`config.mk`:
```
export PLATFORM = sky130hd
export DESIGN_NAME = routerOutput
export DESIGN_NICKNAME = d
export VERILOG_FILES = /design/src/hdl/arbPkg.sv /design/src/hdl/nocPkg.sv /design/src/hdl/flitQueueIf.sv /design/src/hdl/flitFifo.sv /design/src/hdl/grantTimer.sv /design/src/hdl/outputArbiter.sv /design/src/hdl/portInput.sv /design/src/hdl/routerOutput.sv
export SDC_FILE = /design/constraint.sdc
export NUM_CORES = 1
export LEC_CHECK = 0
export BUFFER_PORTS_ARGS = -buffer_cell sky130_fd_sc_hd__buf_2
export CAP_MARGIN = 20
export CORE_MARGIN = 10
export CORE_UTILIZATION = 49
export DETAILED_ROUTE_END_ITERATION = 6
export GPL_TIMING_DRIVEN = 0
export PLACE_DENSITY = 0.66
export SLEW_MARGIN = 20
export SYNTH_ARGS = -nofsm -noshare
export SYNTH_HDL_FRONTEND = slang
export SYNTH_SLANG_ARGS = --single-unit
```
`constraint.sdc`:
```
create_clock -name clk -period 7.4 [get_ports clk]
set_input_delay 1.48 -clock clk [delete_from_list [all_inputs] [get_ports clk]]
set_output_delay 1.48 -clock clk [all_outputs]
set_load 0.01 [all_outputs]
```
`src/hdl/arbPkg.sv`:
```
package arbPkg;

  // One-hot, bit 0 is idle and bits 1 to 5 follow the port order
  typedef enum logic [5:0] {
    stIdle  = 6'b000001,
    stLocal = 6'b000010,
    stNorth = 6'b000100,
    stEast  = 6'b001000,
    stWest  = 6'b010000,
    stSouth = 6'b100000
  } arbStateT;

  localparam int fifoDepth = 4;

  typedef logic [$clog2(fifoDepth)-1:0] fifoPtrT;

endpackage

```
`src/hdl/nocPkg.sv`:
```
package nocPkg;

  // ~~~~~~~~~~~~~~~~~~~~
  // Router geometry
  // ~~~~~~~~~~~~~~~~~~~~
  localparam int numPorts = 5;  // L, N, E, W, S

  typedef logic [2:0] portIdxT;

  // ~~~~~~~~~~~~~~~~~~~~
  // Flit format
  // ~~~~~~~~~~~~~~~~~~~~
  typedef logic [2:0]  flitIdT;
  typedef logic [11:0] lengthT;   // Header length, also the grant quota
  typedef logic [14:0] flitT;     // {id, payload}

  localparam flitIdT idHeader = 3'b001;
  localparam flitIdT idBody   = 3'b010;
  localparam flitIdT idTail   = 3'b100;

endpackage

```
`src/hdl/flitQueueIf.sv`:
```
`timescale 1ns/1ps

interface flitQueueIf;
  import nocPkg::*;

  logic   req;       // Queue not empty
  flitT   headFlit;
  lengthT quota;     // Length of the latest accepted header
  logic   pop;       // One cycle strobe, only while req is high

  // Queue side, shared by the FIFO and the input framer
  modport queue (
    output req,
    output headFlit,
    output quota,
    input  pop
  );

  modport arb (
    input  req,
    input  headFlit,
    input  quota,
    output pop
  );

endinterface

```
`src/hdl/flitFifo.sv`:
```
`timescale 1ns/1ps

module flitFifo (
  input  logic         clk,
  input  logic         rst,
  input  logic         wrEn,
  input  nocPkg::flitT wrFlit,
  output logic         full,
  flitQueueIf.queue    q
);
  import nocPkg::*;
  import arbPkg::*;

  flitT       mem [fifoDepth];
  fifoPtrT    wrPtr;
  fifoPtrT    rdPtr;
  logic [2:0] count;
  logic       doPush;
  logic       doPop;

  assign doPush = wrEn && (count != 3'(fifoDepth));
  assign doPop  = q.pop && (count != 3'd0);

  // ~~~~~~~~~~~~~~~~~~~~
  // Storage
  // ~~~~~~~~~~~~~~~~~~~~
  always_ff @(posedge clk)
  begin
    if (doPush)
      mem[wrPtr] <= wrFlit;
  end

  always_ff @(posedge clk)
  begin
    if (rst)
    begin
      wrPtr <= '0;
      rdPtr <= '0;
      count <= '0;
    end
    else
    begin
      if (doPush)
        wrPtr <= wrPtr + 1'b1;   // Depth is a power of two, wraps by itself
      if (doPop)
        rdPtr <= rdPtr + 1'b1;
      case ({doPush, doPop})
        2'b10:   count <= count + 1'b1;
        2'b01:   count <= count - 1'b1;
        default: count <= count;
      endcase
    end
  end

  // ~~~~~~~~~~~~~~~~~~~~
  // Status
  // ~~~~~~~~~~~~~~~~~~~~
  assign q.req      = (count != 3'd0);
  assign q.headFlit = mem[rdPtr];

  // The write in flight from the framer already owns a slot
  assign full = (count + 3'(wrEn)) == 3'(fifoDepth);

endmodule

```
`src/hdl/grantTimer.sv`:
```
`timescale 1ns/1ps

module grantTimer (
  input  logic           clk,
  input  logic           rst,
  input  nocPkg::lengthT quota,
  input  logic           run,
  output logic           timesup
);
  import nocPkg::*;

  lengthT count;   // Flits sent in the current grant turn

  always_ff @(posedge clk)
  begin
    if (rst)
      count <= '0;
    else if (!run)
      count <= '0;
    else
      count <= count + 1'b1;
  end

  // Also ends the turn when a new header lowers the quota mid grant
  assign timesup = (count >= quota);

endmodule

```
`src/hdl/outputArbiter.sv`:
```
`timescale 1ns/1ps

module outputArbiter (
  input  logic            clk,
  input  logic            rst,
  flitQueueIf.arb         lane [nocPkg::numPorts],
  output logic            outValid,
  output nocPkg::flitT    outFlit,
  output nocPkg::portIdxT outPort
);
  import nocPkg::*;
  import arbPkg::*;

  arbStateT              curState;
  arbStateT              nextState;
  portIdxT               curIdx;
  logic                  isIdle;
  logic [numPorts-1:0]   reqVec;
  logic [numPorts-1:0]   timesupVec;
  logic [numPorts-1:0]   grant;     // Run and pop of the granted port
  flitT                  heads [numPorts];

  // First requesting port after "from", wrapping back to "from" last
  function automatic arbStateT pickNext(portIdxT from, logic [numPorts-1:0] req);
    portIdxT  idx;
    arbStateT pick;
    idx  = from;
    pick = stIdle;
    for (int k = 0; k < numPorts; k++)
    begin
      idx = (idx == portIdxT'(numPorts - 1)) ? portIdxT'(0) : idx + 1'b1;
      if (req[idx] && pick == stIdle)
        pick = arbStateT'(6'b000010 << idx);
    end
    return pick;
  endfunction

  // ~~~~~~~~~~~~~~~~~~~~
  // Per-port lanes
  // ~~~~~~~~~~~~~~~~~~~~
  for (genvar i = 0; i < numPorts; i++)
  begin : gLane
    assign reqVec[i]   = lane[i].req;
    assign heads[i]    = lane[i].headFlit;
    assign lane[i].pop = grant[i];

    grantTimer uTimer (
      .clk     (clk),
      .rst     (rst),
      .quota   (lane[i].quota),
      .run     (grant[i]),
      .timesup (timesupVec[i])
    );
  end

  // ~~~~~~~~~~~~~~~~~~~~
  // Grant FSM
  // ~~~~~~~~~~~~~~~~~~~~
  always_comb
  begin
    curIdx = portIdxT'(numPorts - 1);   // Idle searches from L
    isIdle = 1'b0;
    case (curState)
      stLocal: curIdx = portIdxT'(0);
      stNorth: curIdx = portIdxT'(1);
      stEast:  curIdx = portIdxT'(2);
      stWest:  curIdx = portIdxT'(3);
      stSouth: curIdx = portIdxT'(4);
      stIdle:  isIdle = 1'b1;
      default: isIdle = 1'b1;
    endcase
  end

  always_comb
  begin
    grant = '0;
    if (!isIdle && reqVec[curIdx] && !timesupVec[curIdx])
    begin
      grant[curIdx] = 1'b1;
      nextState     = curState;
    end
    else
      nextState = pickNext(curIdx, reqVec);   // Goes idle when nobody asks
  end

  always_ff @(posedge clk)
  begin
    if (rst)
    begin
      curState <= stIdle;
      outValid <= 1'b0;
    end
    else
    begin
      curState <= nextState;
      outValid <= |grant;
    end
  end

  // Output channel
  always_ff @(posedge clk)
  begin
    if (|grant)
    begin
      outFlit <= heads[curIdx];
      outPort <= curIdx;
    end
  end

endmodule

```
`src/hdl/portInput.sv`:
```
`timescale 1ns/1ps

module portInput (
  input  logic         clk,
  input  logic         rst,
  input  logic         inValid,
  input  nocPkg::flitT inFlit,
  input  logic         full,
  output logic         wrEn,
  output nocPkg::flitT wrFlit,
  output logic         dropped,
  flitQueueIf.queue    q
);
  import nocPkg::*;

  flitIdT inId;
  lengthT inLen;
  logic   pktOpen;   // Header seen, tail not yet
  logic   accept;

  assign {inId, inLen} = inFlit;

  // Framing check
  always_comb
  begin
    accept = 1'b0;
    if (inValid && !full)
    begin
      case (inId)
        idHeader:       accept = !pktOpen;
        idBody, idTail: accept = pktOpen;
        default:        accept = 1'b0;   // Unknown id
      endcase
    end
  end

  always_ff @(posedge clk)
  begin
    if (rst)
    begin
      pktOpen <= 1'b0;
      wrEn    <= 1'b0;
      dropped <= 1'b0;
      q.quota <= '0;
    end
    else
    begin
      wrEn    <= accept;
      dropped <= inValid && !accept;
      if (accept && inId == idHeader)
      begin
        pktOpen <= 1'b1;
        q.quota <= inLen;
      end
      else if (accept && inId == idTail)
        pktOpen <= 1'b0;
    end
  end

  always_ff @(posedge clk)
  begin
    if (inValid)
      wrFlit <= inFlit;   // Qualified by wrEn
  end

endmodule

```
`src/hdl/routerOutput.sv`:
```
`timescale 1ns/1ps

module routerOutput (
  input  logic                                       clk,
  input  logic                                       rst,
  input  logic [nocPkg::numPorts-1:0]                inValid,
  input  nocPkg::flitT [nocPkg::numPorts-1:0]        inFlit,
  output logic [nocPkg::numPorts-1:0]                dropped,
  output logic [nocPkg::numPorts-1:0]                full,
  output logic                                       outValid,
  output nocPkg::flitT                               outFlit,
  output nocPkg::portIdxT                            outPort
);
  import nocPkg::*;

  logic [numPorts-1:0] wrEn;
  flitT                wrFlit [numPorts];

  flitQueueIf lane [numPorts] ();

  // Framer and queue per input port
  for (genvar i = 0; i < numPorts; i++)
  begin : gPort
    portInput uIn (
      .clk     (clk),
      .rst     (rst),
      .inValid (inValid[i]),
      .inFlit  (inFlit[i]),
      .full    (full[i]),
      .wrEn    (wrEn[i]),
      .wrFlit  (wrFlit[i]),
      .dropped (dropped[i]),
      .q       (lane[i])
    );

    flitFifo uFifo (
      .clk    (clk),
      .rst    (rst),
      .wrEn   (wrEn[i]),
      .wrFlit (wrFlit[i]),
      .full   (full[i]),
      .q      (lane[i])
    );
  end

  outputArbiter uArb (
    .clk      (clk),
    .rst      (rst),
    .lane     (lane),
    .outValid (outValid),
    .outFlit  (outFlit),
    .outPort  (outPort)
  );

endmodule

```
# Word-level counts from Yosys, hierarchy flattened

Memory sizes are Yosys's and may differ from the RTL's. A register that Yosys moved wholly into a read port is not among the register bits.
Index checks and enable logic that the tools add are counted.

Bitwise logic cells: 6
Equality and inequality tests: 49
Multiply operators: 0
Add/sub/neg operators: 35
Shift operators: 5
$lt $le $gt $ge: 13
Divide/modulo/power cells: 0
Muxes and demuxes: 80
Reductions and logical operators: 80

Operators with widths:

| cell                  | number |
|---|---|
| $add 12x1->12 const B | 5 |
| $ge 12x12->1          | 5 |
| $mux 6                | 9 |
| $bmux 15 s3           | 1 |
| $eq 3x3->1 const B    | 15 |
| $logic_and 1x1->1     | 37 |
| $mux 1                | 33 |
| $add 3x1->3 const B   | 10 |
| $mux 15               | 2 |
| $pmux 3 s2            | 5 |
| $shl 2x3->6 const A   | 5 |
| $eq 6x1->1 const B    | 4 |
| $lt 3x4->1 const B    | 6 |
| $bmux 1 s3            | 7 |
| $add 2x1->2 const B   | 10 |
| $mux 2                | 10 |
| $reduce_bool 2->1     | 10 |
| $reduce_or 2->1       | 10 |
| $logic_not 1->1       | 16 |
| $add 3x1->3           | 5 |
| $eq 3x1->1 const B    | 5 |
| $eq 3x2->1 const B    | 5 |
| $mux 3                | 5 |
| $ne 3x3->1 const B    | 5 |
| other kinds (18)      | 43 |

Bits of input ports: 82
Output and inout port bits: 29
Logic and storage cells: 322
Memories kept: 5
Memory bits (writable): 300
Memory bits (read-only): 0
Flip-flop bits (word level): 270
Bits in latches: 0

Memories:

| memory             | depth | bits a word | read ports | clocked after memory_dff | write ports | line           | RTL |
|---|---|---|---|---|---|---|---|
| gPort[0].uFifo.mem | 4     | 15          | 1          | 1                        | 1           | flitFifo.sv:14 | `flitT mem [fifoDepth];` |
| gPort[1].uFifo.mem | 4     | 15          | 1          | 1                        | 1           | flitFifo.sv:14 |  |
| gPort[2].uFifo.mem | 4     | 15          | 1          | 1                        | 1           | flitFifo.sv:14 |  |
| gPort[3].uFifo.mem | 4     | 15          | 1          | 1                        | 1           | flitFifo.sv:14 |  |
| gPort[4].uFifo.mem | 4     | 15          | 1          | 1                        | 1           | flitFifo.sv:14 |  |

# Longest topological paths before layout

Depth in word-level cells: 23
Gate-level depth with buffers: 18
Mapped depth without buffers: 16

# Worst setup path before layout

Ideal clock, no wire load.

Path type: reg-to-reg
Start point: register uArb.curState[0]
End point: register gPort[1].uFifo.count[2]
Setup time: 0.071 ns
Cell stages (with the launch flop): 19
Path buffers: 4
Period minus slack after synthesis: 3.595 ns
Path slack: 3.805 ns
Arrival time: 3.524 ns
Data required time: 7.329 ns
Cell sequence: dfxtp_1 -> buf_6 -> or3_1 -> or3_1 -> buf_6 -> clkinv_4 -> a21oi_2 -> nor3_4 -> o22ai_4 -> or2_1 -> buf_6 -> buf_6 -> nor2_1 -> ha_1 -> inv_1 -> fa_1 -> xor2_1 -> or3_1 -> a21oi_1

Cells in the longest elaborated chain, start to end: 10
Elaborated cells between the ends (all ways): 25
Those cells by class: order compare: 2; eq/ne: 7; mux: 9; reduce/logical: 7

RTL lines:

| what                                                              | line                                     | RTL |
|---|---|---|
| start, declared                                                   | outputArbiter.sv:14                      | `arbStateT curState;` |
| start signal, assigned                                            | outputArbiter.sv:90                      | `curState <= stIdle;` |
| start signal, assigned                                            | outputArbiter.sv:95                      | `curState <= nextState;` |
| $eq 6x5->1, or another cell as far along                          | outputArbiter.sv:63                      | `case (curState)` |
| $pmux 3 s4 (*)                                                    | outputArbiter.sv:63                      |  |
| via uArb.curIdx[1]                                                | outputArbiter.sv:16                      | `portIdxT curIdx;` |
| $lt 3x4->1 (not written as such), or another cell as far along    | outputArbiter.sv:79                      | `grant[curIdx] = 1'b1;` |
| $logic_and 1x1->1 (not written as such) or $mux 1 (tied branches) | outputArbiter.sv:79, outputArbiter.sv:77 |  |
| $mux 1 (not written as such), or another cell as far along        | outputArbiter.sv:79                      |  |
| $demux 1 s3 or $logic_and 1x1->1 (tied branches)                  | n/a                                      |  |
| $mux 5 (*)                                                        | outputArbiter.sv:77                      | `if (!isIdle && reqVec[curIdx] && !timesupVec[curIdx])` |
| $logic_and 1x1->1 (*)                                             | flitFifo.sv:22                           | `assign doPop = q.pop && (count != 3'd0);` |
| via gPort[1].uFifo.doPop                                          | flitFifo.sv:19                           | `logic doPop;` |
| $eq 2x1->1 or $eq 2x2->1 (tied branches)                          | flitFifo.sv:47                           | `case ({doPush, doPop})` |
| $pmux 3 s2 or $reduce_bool 2->1 (tied branches)                   | n/a                                      |  |
| end signal, assigned                                              | flitFifo.sv:48                           | `2'b10: count <= count + 1'b1;` |
| end signal, assigned                                              | flitFifo.sv:49                           | `2'b01: count <= count - 1'b1;` |
| end signal, assigned                                              | flitFifo.sv:50                           | `default: count <= count;` |
| end, declared                                                     | flitFifo.sv:17                           | `logic [2:0] count;` |

Mark *: on every way through the listed nets, which the timed path passes. The rest lies on a longest branch. The select of a mux whose other input is x is not followed.
A chain may end at the register's enable or synchronous reset.

# Worst setup path after layout

Start point: register uArb.curState[2]
End point: register uArb.curState[0]

Cells in the longest elaborated chain, start to end: 23
Elaborated cells between the ends (all ways): 61
Those cells by class: add/sub: 5; eq/ne: 14; shift: 5; mux: 29; reduce/logical: 8

RTL lines:

| what |
|---|
| parallel branches: the longest is 23 deep, another holds $add 3x1->3 |

Several ways; the timed one is not identified. The select of a mux whose other input is x is not followed.

==> impl_metrics.yaml <==
run_status:
  status: "completed"
worst_setup_path:
  crit_cells: 15
  path_buf_inv: 5
  startpoint_type: "flip-flop"
  slowest_delay_ns: 0.64
  critical_path_class: "reg2reg"
  cpLargestDelayFamily: "buffers and inverters"
  cp_data_arrival_time_ns: 4.80
  ff2ff_path_depth: 15
  cp_max_fo: 10
  r2r_slack_ns: 3.11
  cp.required_ns: 7.91
  rr_startpoint: "uArb.curState[2]$_SDFFE_PP0N_"
  crit_chain: "buf_2 > nor2b_1 > and2_1 > buf_4 > inv_4 > buf_2 > clkbuf_1 > ha_1 > a21oi_1 > and3_1 > nor3b_1 > o221ai_1 > nor2_2 > nor2_1 > a21o_1"
  cp-end-kind: "flip-flop"
  timing.rr.end: "uArb.curState[0]$_SDFFE_PP1N_"
  slowest_stage: "clkbuf_1"
  crit_start: "uArb.curState[2]$_SDFFE_PP0N_"
  cp_common_cell: "buf_2"
  critPathCapture: "uArb.curState[0]$_SDFFE_PP1N_"
sta:
  min_period_ns: 4.29
  tns_ns: 0
  slew_viol_final: 0
  worst_pin_slew_ns: 1.04
  fmax_mhz: 233
  hold_viol_final: 0
  slew_headroom: 0.306
  min_period_over_period: 0.579
  finClkSkew_ns: 0.0228
  rsz0062_at_grt: "false"
  setup_violations: 0
  layout_setup_ws_ns: 3.11
routing:
  ant_nets: 0
  wl_per_cell_microns: 21.6
  drt_pass1_iterations: 4
  drcViolationCount: 0
  vias_per_cell: 5.53
  routed_wl_mm: 56.4
  num_vias: 14400
  drt-initial-drc-count: 979
power_and_ir_drop:
  vdd_drop_max_uv: 183
  leakagePower_nw: 9.67
  powerDensity_nw_per_um2: 235
yosys:
  yosysTopAreaCell: "edfxtp_1"
  syn_area_sq_um: 24800
  synth.distinct_cells: 74
  yosysSeqAreaShare: 0.627
  syn_nets: 1910
  synth-edff-count: 393
  ys_ff_latch: 580
  syn_area_per_cell_sq_um: 14.4
  synth-main-ff-cell: "edfxtp_1"
  yosysWarnings: 0
  synth_top_area_frac: 0.476
  synthCells: 1720
  synth_area_leaders: "edfxtp_1, dfxtp_1, mux4_2, ha_1, mux2i_1"
  postSynth.asyncResetShare: 0
floorplan:
  core_sq_um: 50100
  die_w_microns: 245
  start_util: 0.495
  rows: 82
  num_io_pins: 111
  fp.dieArea_sq_um: 60000
  fp.dieH_microns: 245
clock_tree:
  htree_levels: 2
  clk_latency_ns: 0.63
  ctsHoldBuffers: 0
  cts_buffers: 57
  cts_tree: "yes"
  cts_sinks: 580
  cts_buffer_depth: 3
  cts_root_buf: "clkbuf_16"
  cts_setup_buffers: 0
  path_clk_slew_ns: 0.06
  cts_resized: 0
layout:
  drive_above_1_share: 0.196
  area_delta_synth_final_pct: 13.0
  layout.nets: 2078
  fin_util: 0.559
  layout_common_cells: "edfxtp_1, dfxtp_1, nor2_1"
  antenna_cells: 0
  final_common_cell: "edfxtp_1"
grt:
  antenna_found_initial: 0
  grt_pass1_vias: 14400
  grt_pass1_wl_mm: 86.1
  grt_max_degree: 24
  grt_overflow_total: 0
  grt_usage: 0.187
placed_design:
  globalplace.congestion: 0.867
  pre_cts_ws_ns: 3.18
  numPortBuffers: 109
  dp_hpwl_mm: 41.2
worst_hold_path:
  hp-class: "reg2reg"
  hold_path_depth: 1
job:
  max_cap_viol_count: 0
-- Yosys cell counts (all sizes together) (4+ instances only) --
master,n
o22ai,9
nand2,51
nor2,142
nor3,27
inv,109
and3,27
nor4,54
or3b,4
nor3b,6
a31oi,10
fa,5
edfxtp,393
clkbuf,38
xor2,43
nand2b,9
xnor2,42
dfxtp,187
nand3,34
o21bai,5
and2,26
nand4,10
o211ai,20
o31ai,9
or3,15
mux2i,85
a31o,5
a221oi,5
ha,103
buf,42
o21ai,24
nor2b,5
a21oi,49
a22oi,15
mux4,75
a21o,10
-- worst min path at each step --
stage                                        startpoint                                  endpoint  slack [ns]
6_report       uArb.gLane[4].uTimer.count[0]$_SDFF_PP0_  uArb.gLane[4].uTimer.count[0]$_SDFF_PP0_        0.48
5_1_grt        uArb.gLane[4].uTimer.count[0]$_SDFF_PP0_  uArb.gLane[4].uTimer.count[0]$_SDFF_PP0_        0.49
4_1_cts        uArb.gLane[4].uTimer.count[0]$_SDFF_PP0_  uArb.gLane[4].uTimer.count[0]$_SDFF_PP0_        0.48
3_5_place_dp   uArb.gLane[4].uTimer.count[0]$_SDFF_PP0_  uArb.gLane[4].uTimer.count[0]$_SDFF_PP0_        0.47
3_3_place_gp   uArb.gLane[4].uTimer.count[0]$_SDFF_PP0_  uArb.gLane[4].uTimer.count[0]$_SDFF_PP0_        0.47
2_1_floorplan  uArb.gLane[4].uTimer.count[0]$_SDFF_PP0_  uArb.gLane[4].uTimer.count[0]$_SDFF_PP0_        0.44
-- cell type report --
class	instances	area [sq um]
well taps	672	841
repair buffers	109	546
fillers	4090	22100
plain buffers	80	429
flip-flops and latches	580	15500
inverters	112	428
clock buffers	72	1520
clock inverters	35	320
multi-input cells	948	8380
-- cell families (layout without fill, tap and decap cells) --
group | count (synthesis) | after routing | synth area share
mux | 160 | 160 | 0.103
xor+xnor | 85 | 85 | 0.0303
buf+inv | 192 | 408 | 0.0345
simple gates | 415 | 415 | 0.0972
flops | 580 | 580 | 0.627
fa+ha+maj | 108 | 108 | 0.0560
compound gates | 180 | 180 | 0.0521
-- layer usage --
metal,routed length [microns],track usage,up-vias,part of all wire
met5,0,0,-,0
li1,-,-,6749,-
met3,3210,0.0378,96,0.057
met4,1470,0.0542,0,0.026
met2,26600,0.299,395,0.47
met1,25100,0.256,7173,0.45
-- sequential cells by signal, indices dropped and copies added, names as in the netlist, named ones only --
name / flops
gPort.uFifo.mem: 300
uArb.outValid: 1
gPort.uIn.dropped: 5
gPort.uFifo.wrPtr: 10
gPort.uIn.pktOpen: 5
uArb.gLane.uTimer.count: 60
uArb.outFlit: 15
gPort.uFifo.count: 15
uArb.outPort: 3
gPort.uIn.q.quota: 60
uArb.curState: 6
gPort.uFifo.rdPtr: 10
gPort.uIn.wrEn: 5
gPort.uIn.wrFlit: 75
-- power breakdown --
group          internal [mW]  switching, mW
Combinational         0.0561          0.112
Sequential              3.52         0.0472
Clock                   1.60           1.23
Total                   5.18           1.39
-- metrics by stage --
stage / cells / power [mW] / area (sq um) / hold slack [ns]
final: 2608 / 6.57 / 28000 / 0.480
after detailed placement: 2501 / 3.81 / 26200 / 0.469
after CTS: 2608 / 6.62 / 28000 / 0.478
after global placement: 2501 / 3.80 / 26200 / 0.466
after floorplan: 1720 / 3.70 / 24800 / 0.437
after global routing: 2608 / 6.77 / 28000 / 0.490
(Power assumes the default switching activity.)
